`src/common/rename_pkg.sv`:
```
package rename_pkg;

    // Architectural register file
    localparam int unsigned ARF_DEPTH = 32;
    localparam int unsigned ARF_ID_W  = 5;

    // Reorder buffer
    localparam int unsigned ROB_DEPTH = 64;
    localparam int unsigned ROB_ID_W  = 6;

    // Register data width
    localparam int unsigned XLEN = 32;

    typedef logic [ARF_ID_W-1:0] arf_id_t;
    typedef logic [ROB_ID_W-1:0] rob_id_t;

    // Entry of either rename table
    // Speculative and committed check bits differ while a producer is in flight
    typedef struct packed {
        logic    check;
        rob_id_t robid;
    } rat_entry_t;

endpackage

```
`src/rename/rob_alloc.sv`:
```
`timescale 1ns/1ps

module rob_alloc import rename_pkg::*; #(
    parameter int unsigned ROB_SLACK = 4
) (
    input  logic       clk,
    input  logic       arst_n_i,
    input  logic       flush_i,
    input  logic [1:0] issue_i,
    input  logic [1:0] retire_i,
    output rob_id_t    alloc_id0_o,
    output rob_id_t    alloc_id1_o,
    output logic       avail_o
);

    // One extra bit so a completely full ROB is representable
    localparam int unsigned      CNT_W     = ROB_ID_W + 1;
    localparam logic [CNT_W-1:0] CNT_LIMIT = CNT_W'(ROB_DEPTH - ROB_SLACK);

    logic [CNT_W-1:0] cnt_q;
    logic [CNT_W-1:0] cnt_d;
    logic [CNT_W-1:0] n_issue;
    logic [CNT_W-1:0] n_retire;
    rob_id_t          ptr0_q;
    rob_id_t          ptr1_q;
    logic             avail_q;

    assign n_issue  = CNT_W'(issue_i[0]) + CNT_W'(issue_i[1]);
    assign n_retire = CNT_W'(retire_i[0]) + CNT_W'(retire_i[1]);
    assign cnt_d    = cnt_q + n_issue - n_retire;

    always_ff @(posedge clk or negedge arst_n_i) begin
        if (!arst_n_i) begin
            cnt_q   <= '0;
            ptr0_q  <= '0;
            ptr1_q  <= rob_id_t'(ROB_DEPTH - 1);
            avail_q <= 1'b1;
        end else if (flush_i) begin
            cnt_q   <= '0;
            ptr0_q  <= '0;
            ptr1_q  <= rob_id_t'(ROB_DEPTH - 1);
            avail_q <= 1'b1;
        end else begin
            cnt_q   <= cnt_d;
            ptr0_q  <= ptr0_q + rob_id_t'(n_issue);  // Wraps mod ROB_DEPTH
            ptr1_q  <= ptr1_q + rob_id_t'(n_issue);
            avail_q <= (cnt_q <= CNT_LIMIT);         // Lags the count by a cycle
        end
    end

    assign alloc_id0_o = ptr0_q;
    assign alloc_id1_o = ptr1_q;
    assign avail_o     = avail_q;

endmodule

```
`config.mk`:
```
export PLATFORM = sky130hd
export DESIGN_NAME = rob_alloc
export DESIGN_NICKNAME = d
export VERILOG_FILES = /design/src/common/rename_pkg.sv /design/src/rename/rob_alloc.sv
export SDC_FILE = /design/constraint.sdc
export NUM_CORES = 1
export LEC_CHECK = 0
export BUFFER_PORTS_ARGS = -buffer_cell sky130_fd_sc_hd__buf_2
export CAP_MARGIN = 20
export CORE_AREA = 2 2 50 52
export DETAILED_ROUTE_END_ITERATION = 12
export DIE_AREA = 0 0 52 54
export PLACE_DENSITY = 0.93
export SYNTH_ARGS = -nofsm -noshare
export SYNTH_HDL_FRONTEND = slang
export SYNTH_SLANG_ARGS = --single-unit
```
`constraint.sdc`:
```
create_clock -name clk -period 4.8 [get_ports clk]
set_input_delay 0.48 -clock clk [delete_from_list [all_inputs] [get_ports clk]]
set_output_delay 0.48 -clock clk [all_outputs]
set_load 0.01 [all_outputs]
```
==> flow_summary.toml, run 1 <==
[power_and_ir_drop]
power_density_nw_per_um2 = 517
internal_power_mw = 0.454
clock_power_share_pct = 12.7
maximum_vdd_ir_drop_v = 0.000251
p_seq_share_pct = 34.5
switching_share_pct = 40.8
switchingPower_mw = 0.313
power.combinational.fraction_pct = 52.8
power_leakage_nw = 0.727

[cts]
clk_pin_slew_ns = 0.10
cts.sink_count = 20
clk_latency_ns = 0.31
clockRootBuffer = "clkbuf_4"
cts_hold_repair.buffers = 0
cts_setup_buffers = 0
cts-htree-levels = 1
cts_repair_resize_count = 0
cts_buffers = 3
tritoncts = "yes"
clock_path_buffers = 2

[logic_synthesis]
yosysUniqueCellTypes = 30
ys_seq_area_share_pct = 38.4
synth.net_count = 159
netlist_instances = 131
synth.ff_latch_count = 20
synth-main-ff-cell = "dfrtp_1"
synth.largest_area_cell = "dfrtp_1"
synth_top_cells_by_area = "dfrtp_1, ha_1, dfstp_2"
synth_area_per_cell_sq_um = 10.1
synthArstFlopShare_pct = 100
ys.warnings.count = 0
syn-cell-area_sq_um = 1330
yosysTopAreaCellShare_pct = 24.6
synth_enable_flop_cells = 0

[cells_and_area]
util_after_layout_pct = 64.0
layout.nets = 181
num_antenna_cells = 0
area_delta_synth_final_pct = 12.0
post_route_cells_drive_above_1_share_pct = 21.7

[floorplanning]
start_util_pct = 57.1
fp.dieH_um = 54
placementRows = 18
chipWidth_um = 52
boundaryPins = 20
fp.dieArea_sq_um = 2810
floorplan.core_area_sq_um = 2320

[route]
drt_iter0_markers = 16
drt-vias-per-instance = 5.53
drt_pass1_iterations = 4
final_antenna_net_count = 0
route.vias.total = 1006
detail_route.drc_violations = 0
wl_per_cell_um = 13.5
postRouteWirelength_um = 2450

[global_route]
antenna_found_initial = 0
pin_count_of_the_biggest_net_entering_global_routing = 25
global_route_wire_length_before_repair_um = 3940
first_global_vias = 899
grt_use_met2_pct = 37.6
tot_gr_track_use_pct = 19.6
grt_overflow = 0
grt.met3_usage_pct = 0.833
met1_usage_in_global_routing_pct = 21.4
grt_max_usage_layer = "met2"

[setup_path]
timing.rr.end = "cnt_q[6]"
reg2reg_setup_slack_ns = 1.89
cp_data_required_time_ns = 4.99
crit_path_max_fanout = 3
timing.setup.critical_path_class = "register to register"
timing.critical_path.to_type = "register"
worst_ep_arrival_time_ns = 3.10
crit_reg_reg_startpoint = "cnt_q[0]"
critical_path.startpoint_type = "register"
worst-r2r-cell-count = 9

[sta]
clock-skew-final_ns = 0.000998
timing.final.setup_violations = 0
hold_viol = 0
max_freq_ghz = 0.344
grt_setup_unrepaired = "no"
timing.final.crit_share_pct = 60.6
worst_pin_slew_ns = 0.428
maxSlewHeadroom_pct = 71.5
hold-worst-slack_ns = 0.0907
timing.setup.tns_ns = 0
min_period_ns = 2.91
slew_viol_final = 0

[place]
placement.io_buffers = 19
gp_routability_congestion = 0.808
dp_hpwl_um = 1920

[run]
timing.max_cap.violations = 0

[status]
run_status = "finished, final reports clean"

[hold_path]
hold_path.class = "input pin to asynchronous set/reset pin"
[worst max path at each step]
| stage | slack, ns | startpoint | depth (start not counted) | endpoint |
|---|---|---|---|---|
| 2_1_floorplan | 1.94 | retire_i[0] | 10 | cnt_q[6] |
| 3_3_place_gp | 1.79 | retire_i[0] | 11 | cnt_q[6] |
| 3_5_place_dp | 1.66 | retire_i[0] | 11 | cnt_q[6] |
| 4_1_cts | 1.91 | cnt_q[0] | 9 | cnt_q[6] |
| 5_1_grt | 1.71 | cnt_q[0] | 9 | cnt_q[4] |
| 6_report | 1.89 | cnt_q[0] | 9 | cnt_q[6] |
[power by group through the flow]
stage	logic [mW]	registers (mW)	clock network [mW]
floorplan	0.290	0.269	0
global placement	0.365	0.265	0
detailed placement	0.401	0.268	0
CTS	0.404	0.264	0.101
global route	0.459	0.272	0.103
finish	0.405	0.265	0.0979
[layout make-up]
class                           instances  area (sq um)
Fill cell                             164           836
Timing Repair Buffer                   19          95.1
Inverter                               21          78.8
Multi-Input combinational cell         88           727
Clock buffer                            4          36.3
Sequential cell                        20           509
Tap cell                               30          37.5
[layout by cell type, fill, tap and decap left out]
cell and instances:
inv_1 20, buf_2 19, ha_1 16, dfrtp_1 13, dfstp_2 7, o21ai_0 6, nor2_1 6, nand2_1 5
nand3_1 5, nor3_1 5, nor2b_1 5, fa_1 5, a211oi_1 4, xor2_1 3, a21oi_1 3, or3_1 3
nor4bb_1 3, clkbuf_4 3, or4b_1 2, nand2b_1 2, or4_1 2, nor3b_1 2, nor4b_1 2, o211ai_1 2
xnor2_1 2, inv_2 1, nand3b_1 1, or2_1 1, a21o_2 1, a21o_1 1, mux2_2 1, clkbuf_8 1
[critical path, stage by stage (launching register included)]
cell and delay, ns:
dfrtp_1 0.41, fa_1 0.48, inv_1 0.05, fa_1 0.47, inv_1 0.04, ha_1 0.24
fa_1 0.48, a211oi_1 0.36, or4_1 0.18, o211ai_1 0.08
[per-layer routing]
metal	routed length [um]	share of wire (%)
met3	63	2.6
met2	1280	52
met5	0	0
met1	1040	42
met4	73	3.0
[metrics by stage]
stage / total power, mW / instances / setup WS, ns / cell area [sq um]
2_1_floorplan: 0.559 / 131 / 1.94 / 1330
3_3_place_gp: 0.630 / 178 / 1.79 / 1450
3_5_place_dp: 0.668 / 178 / 1.66 / 1450
4_1_cts: 0.769 / 182 / 1.91 / 1480
5_1_grt: 0.835 / 182 / 1.71 / 1480
6_report: 0.768 / 182 / 1.89 / 1480
[Yosys cell counts, types with 3 or more instances]
cell      number
o21ai_0        6
nand3_1        5
nor3_1         5
a211oi_1       4
dfstp_2        7
a21oi_1        3
inv_1         20
fa_1           5
nor4bb_1       3
or3_1          3
xor2_1         3
nand2_1        5
nor2_1         6
ha_1          16
dfrtp_1       13
nor2b_1        5
[state kept, by name, summed over array words and instances (netlist names)]
register	count
cnt_q	7
alloc_id0_o	6
alloc_id1_o	6
avail_o	1
[kinds of logic (layout without fill, tap and decap cells)]
family,count (synthesis),after routing,synth area share (%)
simple gates,44,44,20.0
compound gates,17,17,8.03
fa+ha+maj,21,21,22.7
xor+xnor,5,5,3.31
flops,20,20,38.4
buf+inv,23,44,6.70
mux,1,1,0.850
No activity file was read; power rests on OpenSTA's default activity.
==> inputs of run 2 (changes only) <==
--- a/config.mk
+++ b/config.mk
@@ -7,10 +7,10 @@
 export LEC_CHECK = 0
 export BUFFER_PORTS_ARGS = -buffer_cell sky130_fd_sc_hd__buf_2
 export CAP_MARGIN = 20
-export CORE_AREA = 2 2 50 52
+export CORE_AREA = 2 2 52 54
 export DETAILED_ROUTE_END_ITERATION = 12
-export DIE_AREA = 0 0 52 54
-export PLACE_DENSITY = 0.93
+export DIE_AREA = 0 0 54 56
+export PLACE_DENSITY = 0.87
 export SYNTH_ARGS = -nofsm -noshare
 export SYNTH_HDL_FRONTEND = slang
 export SYNTH_SLANG_ARGS = --single-unit
==> constraint.sdc (replaced) <==
create_clock -name clk -period 2.7 [get_ports clk]
set_input_delay 0.27 -clock clk [delete_from_list [all_inputs] [get_ports clk]]
set_output_delay 0.27 -clock clk [all_outputs]
set_load 0.01 [all_outputs]
==> run 2 against run 1 <==
Against the previous run:
- fmax increased by 9.1%
- utilization increased by 0.33 points
- flip-flop and latch count unchanged
- global-route usage decreased by 0.71 points
- total power increased by 97%
- wire length increased by 13%
- critical path depth unchanged
- die area increased by 7.7%
- cell area increased by 5.4%
- via count increased by 5.4%
- first-iteration DRC count increased by 110%
- sequential power increased by 82%
- critical endpoint is now cnt_q[4]
- largest power group unchanged
- highest routed layer unchanged
==> flow_summary.toml, run 2 (synthesis results as in run 1) <==
[sta]
slew_viol_final = 0
max_freq_ghz = 0.375
min_period_ns = 2.67
maxSlewHeadroom_pct = 70.3
clock-skew-final_ns = 0.00290
timing.setup.tns_ns = 0
worst_pin_slew_ns = 0.445
grt_setup_unrepaired = "yes"
timing.final.setup_violations = 0
fin_ws_ns = 0.0322
timing.final.crit_share_pct = 98.8
hold_viol = 0

[hold_path]
hold_depth = 2
hold_path.class = "input pin to register"

[cells_and_area]
layout.nets = 186
area_delta_synth_final_pct = 18.0
final_cell_mix = "inv_1, buf_2, ha_1, dfrtp_1, dfstp_2"
post_route_cells_drive_above_1_share_pct = 28.0
num_antenna_cells = 0
instances_no_fill = 187
final_design_area_no_fill_sq_um = 1560
largest-register = "cnt_q"
util_after_layout_pct = 64.3
flip_flop_count_of_the_largest_register_all_copies_and_words_added = 7

[cts]
cts_setup_buffers = 0
cts-htree-levels = 1
clockRootBuffer = "clkbuf_4"
cts_buffers = 3
tritoncts = "yes"
clock_path_buffers = 2
clk_pin_slew_ns = 0.11
cts.sink_count = 20
clk_latency_ns = 0.29

[global_route]
first_global_vias = 1009
pin_count_of_the_biggest_net_entering_global_routing = 25
grt_use_met2_pct = 34.3
grt.met3_usage_pct = 1.61
grt_overflow = 0
met1_usage_in_global_routing_pct = 22.9
antenna_found_initial = 0
grt_max_usage_layer = "met2"
tot_gr_track_use_pct = 18.9
global_route_wire_length_before_repair_um = 4310

[place]
gp_routability_congestion = 0.813
placed_cell_area_sq_um = 1480
place.detailed.instances = 182
dp_hpwl_um = 1940
placement.io_buffers = 19
dpl_worst_slack_ns = -0.118

[setup_path]
crit_reg_reg_startpoint = "cnt_q[0]"
setup.worst_path.end = "cnt_q[4]"
cp.buffers_inverters = 2
worst-r2r-cell-count = 9
cp_data_required_time_ns = 2.88
worst_ep_arrival_time_ns = 2.84
reg2reg_setup_slack_ns = 0.03
worst_setup_path_startpoint = "cnt_q[0]"
cp_cell_sequence = "fa_1, inv_1, fa_1, inv_2, ha_4, fa_2, a21o_2, a211oi_2, nor3_2"
critical_path.startpoint_type = "register"
path_depth = 9
crit_path_max_fanout = 3
cp_top_family = "adder cells"
crit_path_max_incr_delay_ns = 0.51
timing.critical_path.to_type = "register"
timing.rr.end = "cnt_q[4]"
timing.setup.critical_path_class = "register to register"
path_common_cell = "fa_1"
cpMaxStageDelayCell = "fa_1"

[route]
wl_per_cell_um = 14.9
drt-vias-per-instance = 5.67
detail_route.drc_violations = 0
final_antenna_net_count = 0
route.vias.total = 1060
postRouteWirelength_um = 2780
drt_pass1_iterations = 5
drt_iter0_markers = 33

[floorplanning]
placementRows = 18
boundaryPins = 20
start_util_pct = 54.5
fp.dieArea_sq_um = 3020
fp.dieH_um = 56
floorplan.core_area_sq_um = 2430
chipWidth_um = 54

[run]
timing.max_cap.violations = 0

[status]
run_status = "finished, final reports clean"

[power_and_ir_drop]
power_density_nw_per_um2 = 966
maximum_vdd_ir_drop_v = 0.000450
power_leakage_nw = 0.753
[run 2: cell count changes in the layout (fill, tap and decap cells not counted), sizes merged]
cell / before / now
buf: 19 / 23
dlygate4sd3: 0 / 1
[run 2: worst min-delay path by stage]
stage                         from              to  slack (ns)
after floorplan           arst_n_i  alloc_id0_o[0]       -0.03
after global placement    arst_n_i  alloc_id0_o[0]        0.23
after detailed placement  arst_n_i        cnt_q[1]        0.23
after CTS                  flush_i  alloc_id0_o[2]        0.38
after global routing       flush_i        cnt_q[1]        0.39
final                      flush_i  alloc_id0_o[2]        0.40
[run 2: power breakdown]
part	internal (mW)	switching, mW
Combinational	0.399	0.460
Sequential	0.400	0.0810
Clock	0.0821	0.0894
[run 2: timing repair]
action,in CTS,in global routing
pin swaps,1,6
resized for setup,2,7
setup endpoints to repair,2,3
hold buffers,1,0
endpoints found under the hold margin,13,0
[run 2: final cells by class]
class                   count  area, sq um
clock buffers               4         36.3
fillers                   180          868
inverters                  21         78.8
multi-input cells          88          767
flip-flops and latches     20          509
well taps                  30         37.5
repair buffers             24          135
[run 2: per-layer routing]
metal	part of all wire [%]	wire length [um]
met5	0	0
met4	0.50	14
met3	4.2	118
met2	54	1490
met1	42	1160
[run 2: metrics by stage]
step                hold slack (ns)  total power [mW]
finish                        0.398              1.51
CTS                           0.385              1.39
detailed placement            0.232              1.21
global route                  0.391              1.64
floorplan                   -0.0256             0.993
global placement              0.226              1.15
