[config.mk]
export PLATFORM = sky130hd
export DESIGN_NAME = rename_stage
export DESIGN_NICKNAME = d
export VERILOG_FILES = /design/src/common/rename_pkg.sv /design/src/hdl/mp_regfile.sv /design/src/rename/rename_stage.sv
export SDC_FILE = /design/constraint.sdc
export NUM_CORES = 1
export LEC_CHECK = 0
export BUFFER_PORTS_ARGS = -buffer_cell sky130_fd_sc_hd__buf_2
export CAP_MARGIN = 30
export CORE_MARGIN = 5
export CORE_UTILIZATION = 60
export CTS_CLUSTER_SIZE = 8
export DETAILED_ROUTE_END_ITERATION = 7
export PLACE_DENSITY = 0.78
export SLEW_MARGIN = 10
export SYNTH_ARGS = -nofsm -noshare
export SYNTH_HDL_FRONTEND = slang
export SYNTH_SLANG_ARGS = --single-unit
[constraint.sdc]
create_clock -name clk -period 4.3 [get_ports clk]
set_input_delay 0.86 -clock clk [delete_from_list [all_inputs] [get_ports clk]]
set_output_delay 0.86 -clock clk [all_outputs]
set_load 0.01 [all_outputs]
[src/common/rename_pkg.sv]
package rename_pkg;

    // Architectural register file
    localparam int unsigned ARF_DEPTH = 32;
    localparam int unsigned ARF_ID_W  = 5;

    // Reorder buffer
    localparam int unsigned ROB_DEPTH = 64;
    localparam int unsigned ROB_ID_W  = 6;

    // Register data width
    localparam int unsigned XLEN = 32;

    typedef logic [ARF_ID_W-1:0] arf_id_t;
    typedef logic [ROB_ID_W-1:0] rob_id_t;

    // Entry of either rename table
    // Speculative and committed check bits differ while a producer is in flight
    typedef struct packed {
        logic    check;
        rob_id_t robid;
    } rat_entry_t;

endpackage

[src/hdl/mp_regfile.sv]
`timescale 1ns/1ps

module mp_regfile import rename_pkg::*; #(
    parameter int unsigned  DATA_WIDTH   = XLEN,
    parameter int unsigned  DEPTH        = ARF_DEPTH,
    parameter int unsigned  R_PORTS      = 4,
    parameter int unsigned  W_PORTS      = 2,
    parameter bit           NEED_RESET   = 1'b1,
    parameter bit           NEED_FORWARD = 1'b0,
    localparam int unsigned ADDR_W       = (DEPTH > 1) ? $clog2(DEPTH) : 1
) (
    input  logic                               clk,
    input  logic                               arst_n_i,
    input  logic                               clear_i,
    input  logic [R_PORTS-1:0][ADDR_W-1:0]     raddr_i,
    output logic [R_PORTS-1:0][DATA_WIDTH-1:0] rdata_o,
    input  logic [W_PORTS-1:0][ADDR_W-1:0]     waddr_i,
    input  logic [W_PORTS-1:0]                 we_i,
    input  logic [W_PORTS-1:0][DATA_WIDTH-1:0] wdata_i
);

    logic [DATA_WIDTH-1:0] mem [DEPTH];

    generate
        if (NEED_RESET) begin : g_rst
            always_ff @(posedge clk or negedge arst_n_i) begin
                if (!arst_n_i) begin
                    for (int i = 0; i < DEPTH; i++) begin
                        mem[i] <= '0;
                    end
                end else if (clear_i) begin
                    // Clear wins over any write in the same cycle
                    for (int i = 0; i < DEPTH; i++) begin
                        mem[i] <= '0;
                    end
                end else begin
                    for (int w = 0; w < W_PORTS; w++) begin
                        if (we_i[w]) begin
                            mem[waddr_i[w]] <= wdata_i[w];  // Higher port wins
                        end
                    end
                end
            end
        end else begin : g_norst
            always_ff @(posedge clk) begin
                for (int w = 0; w < W_PORTS; w++) begin
                    if (we_i[w]) begin
                        mem[waddr_i[w]] <= wdata_i[w];
                    end
                end
            end
        end
    endgenerate

    // Combinational read ports
    always_comb begin
        for (int r = 0; r < R_PORTS; r++) begin
            rdata_o[r] = mem[raddr_i[r]];
            if (NEED_FORWARD) begin
                // Bypass this cycle's writes, last matching port taken
                for (int w = 0; w < W_PORTS; w++) begin
                    if (we_i[w] && (waddr_i[w] == raddr_i[r])) begin
                        rdata_o[r] = wdata_i[w];
                    end
                end
            end
        end
    end

endmodule

[src/rename/rename_stage.sv]
`timescale 1ns/1ps

module rename_stage import rename_pkg::*; (
    input  logic          clk,
    input  logic          arst_n_i,
    input  logic          flush_i,
    // Decode side
    input  logic          in_valid_i,
    output logic          in_ready_o,
    input  logic [1:0]    in_slot_valid_i,
    input  arf_id_t [3:0] in_src_arf_i,     // [1:0] slot 0, [3:2] slot 1
    input  arf_id_t [1:0] in_dst_arf_i,
    // Downstream handshake
    output logic          out_valid_o,
    input  logic          out_ready_i,
    // ROB allocation
    input  logic          avail_i,
    input  rob_id_t       alloc_id0_i,
    input  rob_id_t       alloc_id1_i,
    output logic [1:0]    issue_o,
    // Rename results
    output logic [3:0]    out_src_pending_o,
    output rob_id_t [3:0] out_src_robid_o,
    output rob_id_t [1:0] out_dst_robid_o,
    output logic [1:0]    out_dst_check_o,
    // Commit side
    input  logic [1:0]    retire_i,
    input  arf_id_t [1:0] retire_arf_id_i,
    input  rob_id_t [1:0] retire_rob_id_i,
    input  logic [1:0]    retire_check_i,
    input  logic [1:0]    retire_wvalid_i
);

    logic             fire;
    logic [1:0]       issue;
    logic [1:0]       dst_live;
    logic [1:0]       spec_we;
    logic [1:0]       cmt_we;
    rob_id_t [1:0]    alloc_id;
    rat_entry_t [1:0] spec_wdata;
    rat_entry_t [3:0] spec_rdata;
    rat_entry_t [1:0] cmt_wdata;
    rat_entry_t [5:0] cmt_rdata;            // [3:0] sources, [5:4] destinations

    // Handshake
    assign in_ready_o  = avail_i & ~flush_i & out_ready_i;
    assign out_valid_o = in_valid_i & avail_i & ~flush_i;
    assign fire        = in_valid_i & in_ready_o;
    assign issue       = in_slot_valid_i & {2{fire}};
    assign issue_o     = issue;

    assign alloc_id        = {alloc_id1_i, alloc_id0_i};
    assign out_dst_robid_o = alloc_id;

    for (genvar k = 0; k < 2; k++) begin : g_dst
        // x0 is never renamed
        assign dst_live[k] = in_slot_valid_i[k] & (in_dst_arf_i[k] != '0);
        assign spec_we[k]  = dst_live[k] & fire;

        // New mapping flips the committed check bit
        assign spec_wdata[k].check = ~cmt_rdata[4+k].check;
        assign spec_wdata[k].robid = alloc_id[k];
        assign out_dst_check_o[k]  = spec_wdata[k].check;

        // Retire updates the committed mapping
        assign cmt_we[k] = retire_i[k] & retire_wvalid_i[k] & (retire_arf_id_i[k] != '0);
        assign cmt_wdata[k].check = retire_check_i[k];
        assign cmt_wdata[k].robid = retire_rob_id_i[k];
    end

    always_comb begin
        for (int i = 0; i < 4; i++) begin
            out_src_pending_o[i] = spec_rdata[i].check != cmt_rdata[i].check;
            out_src_robid_o[i]   = spec_rdata[i].robid;
            // Slot 1 reading slot 0's destination
            if ((i >= 2) && dst_live[0] && (in_src_arf_i[i] == in_dst_arf_i[0])) begin
                out_src_pending_o[i] = 1'b1;
                out_src_robid_o[i]   = alloc_id0_i;
            end
        end
    end

    // Speculative table, written at issue
    mp_regfile #(
        .DATA_WIDTH   ($bits(rat_entry_t)),
        .DEPTH        (ARF_DEPTH),
        .R_PORTS      (4),
        .W_PORTS      (2),
        .NEED_RESET   (1'b1),
        .NEED_FORWARD (1'b0)
    ) u_spec_rat (
        .clk      (clk),
        .arst_n_i (arst_n_i),
        .clear_i  (flush_i),
        .raddr_i  (in_src_arf_i),
        .rdata_o  (spec_rdata),
        .waddr_i  (in_dst_arf_i),
        .we_i     (spec_we),
        .wdata_i  (spec_wdata)
    );

    // Committed table, written at retire
    // Destination ports supply the check bit to flip
    mp_regfile #(
        .DATA_WIDTH   ($bits(rat_entry_t)),
        .DEPTH        (ARF_DEPTH),
        .R_PORTS      (6),
        .W_PORTS      (2),
        .NEED_RESET   (1'b1),
        .NEED_FORWARD (1'b1)
    ) u_cmt_rat (
        .clk      (clk),
        .arst_n_i (arst_n_i),
        .clear_i  (flush_i),
        .raddr_i  ({in_dst_arf_i, in_src_arf_i}),
        .rdata_o  (cmt_rdata),
        .waddr_i  (retire_arf_id_i),
        .we_i     (cmt_we),
        .wdata_i  (cmt_wdata)
    );

endmodule

==> Flow_metrics.wiki, run 1 <==
{| class="wikitable"
! Metric !! Value
|-
| Run status || finished with violations
|-
| Violations in the final reports || DRC
|-
| Combinational group share of total power || 15.1%
|-
| Number of synthesis warnings || 0
|-
| Hold WS || 0.350 ns
|-
| Count of maximum capacitance violations || 0
|-
| Tmin final || 4.25 ns
|-
| Startpoint type of the worst setup path || input pin
|-
| Die Span Y || 207 um
|-
| Total count of hold-check failures in the final report || 0
|-
| Mapped Nets || 2258
|-
| Share of the cycle needed by the critical path after routing || between 90% and 100%
|-
| Final setup TNS || 0 ns
|-
| Post-cts repair resize count || 0
|-
| Layout cell share with drive strength beyond 1 || between 20 and 30%
|-
| Starting DRC count in detailed routing || approximately 4000
|-
| IO Count || roughly 120
|-
| Vias in the first global route || 19922
|-
| Global-route met2 utilization || between 50% and 60%
|-
| Met1 Use GR || between 50 and 60%
|-
| Global-route usage over all layers || 40.6%
|-
| Post-Synthesis Mean Instance Area || 10.7 um2
|-
| Sink Count || 256
|-
| Buffers inserted by post-CTS timing repair || 0
|-
| Top-count cell post-synth || mux4_2
|-
| P_int || 4.47 mW
|-
| Sw Share || 28.2%
|-
| Horizontal die dimension || 207 um
|-
| Number of distinct library cells after synthesis || 60
|-
| Max Clock Freq || 235 MHz
|-
| Final design area excluding fillers || 0.0253 mm2
|-
| Final Power || 6.22 mW
|-
| Worst rel slew slack || 34.1%
|-
| Final WS setup || 0.0491 ns
|-
| CTS H-tree lvls || 2
|-
| Cell leakage power || about 9.4 nW
|-
| Crit path arrival time || 3.39 ns
|-
| Number of instances in the synthesized netlist || ~2200
|-
| Max Slew Vio Count || 0
|-
| Port bufs || about 110
|-
| Post-synthesis sequential area ratio || roughly 28%
|-
| Most used DFF post-synth || dfrtp_1
|-
| Core region area || 0.0386 mm2
|-
| Number of antenna violations at the first check in global routing || 10
|-
| Post-detailed-routing wire length || 86900 um
|-
| Netlist area before placement || 0.0233 mm2
|-
| Ranking of synthesized cells by instance count || 324 x mux4_2, 279 x nor2_1, 256 x dfrtp_1, 200 x nand2_1, 188 x mux2i_1
|-
| Buffer type at the clock tree root || clkbuf_16
|-
| Routed length per placed instance || 32.5 um
|-
| Vias per cell || between 7 and 8
|-
| Number of hold-repair buffers added at the cts stage || 0
|-
| Flip-flop and latch count after synthesis || 256
|-
| Non-filler cells in the finished layout || 2673
|-
| Total of endpoints with negative setup slack in the final report || 0
|-
| Area growth from synthesis to layout || 8.84%
|-
| Post-route DRC || 9
|-
| Most Crowded Layer GR || met2
|-
| Critical path endpoint category || output port
|-
| Placer's final routability congestion estimate || 1.07
|-
| Detailed Routing Iterations Pass 1 || 8
|-
| Effective utilization at floorplan || between 60% and 70%
|-
| Clock Pin Slew Worst Setup and Hold Paths || about 0.050 ns
|-
| Cell area after placement || 0.0242 mm2
|-
| Classification of the worst-slack hold path || input pin to async pin
|-
| Clock tree from TritonCTS || yes
|-
| Critical path class || input pin to output port
|-
| Antenna viol nets, final || 0
|-
| Share of Yosys cell area claimed by the top area cell type || 31.4%
|-
| Crit-path max FO || 19
|-
| Clock latency at the later pin of the worst-skew pair || between 0.5 and 0.6 ns
|-
| Async set-or-reset flop fraction in the synthesized netlist || 100%
|-
| Number of buffers created by CTS || 38
|-
| Top post-synthesis cells by area || mux4_2 31%, dfrtp_1 28%, mux2i_1 8.1%
|-
| Part of the power in registers || 39.2%
|-
| Cell area power density || approximately 250 mW/mm2
|-
| Global-route wire length before repair || approximately 130000 um
|-
| Nets || 2224
|-
| Post-synth EDFFs || 0
|-
| Sum of net half-perimeters after detailed placement || 60700 um
|-
| Pin count of the biggest net entering global routing || around 110
|-
| Residual overflow from global routing || 0
|-
| Largest area contributor in the netlist || mux4_2
|-
| Full die area || 0.0428 mm2
|-
| Number of vias after detailed routing || 21331
|-
| Maximum buffer depth of the clock tree || 3
|-
| Total number of placement rows || between 70 and 80
|-
| Highest ir drop seen on vdd || 243 uV
|-
| Net load switching power || 1.75 mW
|-
| Post-placement setup slack || between 0.15 and 0.2 ns
|-
| Placed Instances || 2623
|-
| Clock network fraction of design power || 45.7%
|-
| Worst EP required || ~3.4 ns
|-
| Met3 track utilization from global routing || approximately 16%
|-
| Worst-margin pin slew || between 0.9 and 1 ns
|-
| Share of the core filled with cells in the final layout || ~66%
|-
| Final setup skew || 0.0140 ns
|-
| Unrepaired setup endpoints after global routing || false
|}
## flip-flops by register name, indices dropped and copies added (netlist names)
signal	cells
u_cmt_rat.mem	32
u_spec_rat.mem	224
## area by class of cell
cell class,instances,area (um2)
diodes,3,7.51
clock buffers,45,1040
clock inverters,1,30.0
fillers,2880,13200
inverters,14,52.6
multi-input cells,1645,15700
flip-flops and latches,256,6410
well taps,518,648
repair buffers,191,1420
## path summary, 6_finish.rpt
check / startpoint / endpoint / slack (ns) / cells after the start
worst min-delay path: arst_n_i / u_cmt_rat.mem[202] / 0.35 / 1
worst max register to register: u_cmt_rat.mem[6] / u_spec_rat.mem[62] / 1.63 / 8
worst min register to register: u_spec_rat.mem[217] / u_spec_rat.mem[217] / 0.58 / 1
max in group asynchronous: arst_n_i / u_spec_rat.mem[140] / 3.01 / 2
min in group clk: u_spec_rat.mem[217] / u_spec_rat.mem[217] / 0.58 / 1
worst max-delay path: in_src_arf_i[15] / out_src_robid_o[19] / 0.05 / 7
## kinds of logic (layout without fill, tap and decap cells)
logic type	Yosys count	after routing	synth area share, %
simple gates	704	704	13.6
buf+inv	279	251	5.00
flops	256	256	27.5
xor+xnor	71	71	2.67
compound gates	340	340	10.9
other cells	0	3	0
mux	530	530	40.3
## power by group through the flow
stage | clock [mW] | combinational (mW) | sequential, mW
after floorplan | 0 | 0.585 | 2.47
after global placement | 0 | 0.893 | 2.47
after detailed placement | 0 | 0.908 | 2.47
after CTS | 2.85 | 0.912 | 2.43
after global routing | 2.94 | 0.979 | 2.43
final | 2.84 | 0.939 | 2.44
## layer usage
metal	vias up	part of all wire, %
met4	10	7.3
met1	10345	32
met3	467	17
met5	-	0.071
li1	8355	-
met2	2154	43
## critical path, cell delays in order
cell and delay (ns):
buf_4 0.38, buf_4 0.28, mux4_2 0.59, mux4_2 0.48, mux2i_1 0.41, o21ai_0 0.19, buf_2 0.17
## layout by cell type (no fill, tap or decap), types with 42 or more instances in the layout
| master | n |
|---|---|
| nand3_1 | 90 |
| dfrtp_1 | 256 |
| buf_2 | 104 |
| mux4_2 | 324 |
| a211oi_1 | 148 |
| mux2i_1 | 188 |
| a311oi_1 | 67 |
| xnor2_1 | 42 |
| buf_4 | 66 |
| nor2_1 | 278 |
| o21ai_0 | 44 |
| nand2_1 | 200 |
Note: power is estimated with default switching activity, not from simulation.
==> run 2, diff against run 1 <==
--- a/config.mk
+++ b/config.mk
@@ -7,6 +7,7 @@
 export LEC_CHECK = 0
 export BUFFER_PORTS_ARGS = -buffer_cell sky130_fd_sc_hd__buf_2
 export CAP_MARGIN = 30
+export CORE_ASPECT_RATIO = 1.1
 export CORE_MARGIN = 5
 export CORE_UTILIZATION = 60
 export CTS_CLUSTER_SIZE = 8
==> run 2 against run 1 <==
Net effect: design area decreased by 0.36%; critical path depth is the same; global-route usage up 1.3 points; worst hold slack got worse by 0.18 ns; sequential cell count stayed put; fmax is 0.61% lower; power up 0.63%; clock-buffer cell count is 1 lower; cell count down 0.82%; utilization increased by 0.23 points; sequential power about the same; clock skew shrank 0.0039 ns; the flow still finishes with violations (DRC).
==> Flow_metrics.wiki, run 2 (synthesis results as in run 1) <==
{| class="wikitable"
! Metric !! Value
|-
| Starting DRC count in detailed routing || approximately 3900
|-
| Most frequent cells in the layout || 324 x mux4_2, 278 x nor2_1, 256 x dfrtp_1, 200 x nand2_1, 188 x mux2i_1
|-
| IO Count || 124
|-
| Crit-path leading delay family || simple AND/OR/NAND/NOR gates
|-
| Cell leakage power || 9.40 nW
|-
| Clock network fraction of design power || between 40% and 50%
|-
| Sw Share || 29.3%
|-
| Layout filler cell count || 2886
|-
| Critical path endpoint category || output port
|-
| Effective utilization at floorplan || slightly above 60%
|-
| Library cell contributing the largest single delay on the critical path || nor4_2
|-
| CTS H-tree lvls || 2
|-
| Classification of the worst-slack hold path || input pin to async pin
|-
| Worst rel slew slack || 20.0%
|-
| Layout cell share with drive strength beyond 1 || 28.7%
|-
| Placed Instances || 2601
|-
| Max Clock Freq || between 200 and 250 MHz
|-
| Highest ir drop seen on vdd || 298 uV
|-
| Number of hold-repair buffers added at the cts stage || 0
|-
| Detailed Routing Iterations Pass 1 || 8
|-
| Full die area || 0.0428 mm2
|-
| Nets || 2221
|-
| Total count of hold-check failures in the final report || 0
|-
| Largest reg by FF count || u_spec_rat.mem
|-
| Routed length per placed instance || 33.9 um
|-
| Placer's final routability congestion estimate || 1.04
|-
| Violations in the final reports || DRC
|-
| Sink Count || between 200 and 300
|-
| Clock latency at the later pin of the worst-skew pair || 0.58 ns
|-
| Worst EP required || 3.44 ns
|-
| Number of vias after detailed routing || 21719
|-
| Crit-path max FO || 17
|-
| Max Slew Vio Count || 0
|-
| Max FFs per register || 224
|-
| Final setup TNS || 0 ns
|-
| Non-filler cells in the finished layout || 2651
|-
| Global-route usage over all layers || 41.9%
|-
| Number of buffers created by CTS || 39
|-
| Footprint of the multi-input gates || around 0.016 mm2
|-
| Vias in the first global route || 21271
|-
| Combinational group share of total power || 15.1%
|-
| Part of the power in registers || 38.9%
|-
| Residual overflow from global routing || 0
|-
| Total number of placement rows || 75
|-
| Startpoint type of the worst setup path || input pin
|-
| Most common library cell in the layout ignoring fill and taps || mux4_2
|-
| Post-route DRC || 17
|-
| Crit path arrival time || 3.42 ns
|-
| Cell-by-cell trace of the critical path || buf_2 > nor2_2 > nand2_1 > o21ai_0 > nor4_2 > o21ai_0 > buf_2
|-
| Vias per cell || 8.19
|-
| Count of maximum capacitance violations || 0
|-
| Core region area || 0.0383 mm2
|-
| P_int || between 4 and 5 mW
|-
| Antenna viol nets, final || 0
|-
| Final setup skew || between 0.01 and 0.015 ns
|-
| Net load switching power || 1.84 mW
|-
| Buffer type at the clock tree root || clkbuf_16
|-
| Pin count of the biggest net entering global routing || 201
|-
| Global-route wire length before repair || 135000 um
|-
| Bufs and invs on worst path || 2
|-
| Clock tree from TritonCTS || yes
|-
| Die Span Y || 217 um
|-
| Clock Pin Slew Worst Setup and Hold Paths || approximately 0.060 ns
|-
| Tmin final || 4.28 ns
|-
| Total of endpoints with negative setup slack in the final report || 0
|-
| Horizontal die dimension || 198 um
|-
| Maximum buffer depth of the clock tree || 3
|-
| Number of antenna violations at the first check in global routing || 2
|-
| Cell area power density || approximately 250 mW/mm2
|-
| Post-detailed-routing wire length || 89900 um
|-
| FF/Latch Area || between 0.006 and 0.007 mm2
|-
| Share of the cycle needed by the critical path after routing || 99.5%
|-
| Port bufs || 111
|-
| Total inserted antenna cells || 0
|-
| Sum of net half-perimeters after detailed placement || 60600 um
|-
| Unrepaired setup endpoints after global routing || false
|-
| Critical path class || input pin to output port
|-
| Run status || finished with violations
|-
| Area growth from synthesis to layout || 8.45%
|-
| Biggest regs || u_spec_rat.mem (224), u_cmt_rat.mem (32)
|-
| Worst-margin pin slew || around 1.2 ns
|-
| Max incr delay on CP || 1.00 ns
|}
[run 2: path summary, 6_finish.rpt]
check | slack [ns] | end | depth (start not counted) | startpoint
min in group clk | 0.57 | u_spec_rat.mem[223] | 1 | u_spec_rat.mem[223]
min reg2reg | 0.57 | u_spec_rat.mem[223] | 1 | u_spec_rat.mem[223]
min | 0.17 | u_cmt_rat.mem[6] | 1 | arst_n_i
max in group asynchronous | 2.93 | u_spec_rat.mem[213] | 2 | arst_n_i
max | 0.02 | out_src_robid_o[18] | 7 | in_dst_arf_i[0]
max reg2reg | 1.69 | u_spec_rat.mem[139] | 7 | u_cmt_rat.mem[34]
[run 2: timing repair]
action                                  in CTS  in global routing
resized for setup                            0                  1
buffers inserted                             0                  0
endpoints found under the setup margin       0                  2
[run 2: power groups by stage]
stage | clock (mW) | sequential [mW] | combinational [mW]
6_report | 2.88 | 2.44 | 0.944
5_1_grt | 2.98 | 2.43 | 0.980
4_1_cts | 2.86 | 2.43 | 0.912
3_5_place_dp | 0 | 2.47 | 0.910
3_3_place_gp | 0 | 2.47 | 0.894
2_1_floorplan | 0 | 2.47 | 0.585
[run 2: metal layers]
layer / global-route usage, % / up-vias / routed length (um)
met5: 0 / - / 14
met4: 29.8 / 2 / 9380
met1: 51.5 / 10456 / 27700
li1: - / 8355 / -
met3: 13.7 / 644 / 13500
met2: 62.4 / 2262 / 39300
[run 2: area by class of cell]
type | count | share of cell area, %
multi-input combinational | 1645 | 62.4
sequential | 256 | 25.4
timing repair buffer | 187 | 5.34
clock buffer | 44 | 3.98
tap | 500 | 2.48
clock inverter | 5 | 0.258
inverter | 14 | 0.208
[run 2: worst register-to-register path, delay by kind of cell, from the launching register on]
kind / cells / cell delay (ns)
compound gates: 3 / 0.95
buf+inv: 1 / 0.23
flops: 1 / 0.49
mux: 1 / 0.51
simple gates: 2 / 0.35
[run 2: per-stage QoR]
stage / hold slack (ns) / power, mW / util [%] / setup slack (ns) / cell area (um2)
global route: 0.183 / 6.39 / 65.9 / 0.0309 / 25200
finish: 0.175 / 6.26 / 65.9 / 0.0230 / 25200
CTS: 0.181 / 6.21 / 65.9 / 0.125 / 25200
floorplan: 0.511 / 3.05 / - / 0.522 / 23300
detailed placement: 0.559 / 3.38 / 63.1 / 0.136 / 24200
global placement: 0.529 / 3.37 / 63.1 / 0.227 / 24100
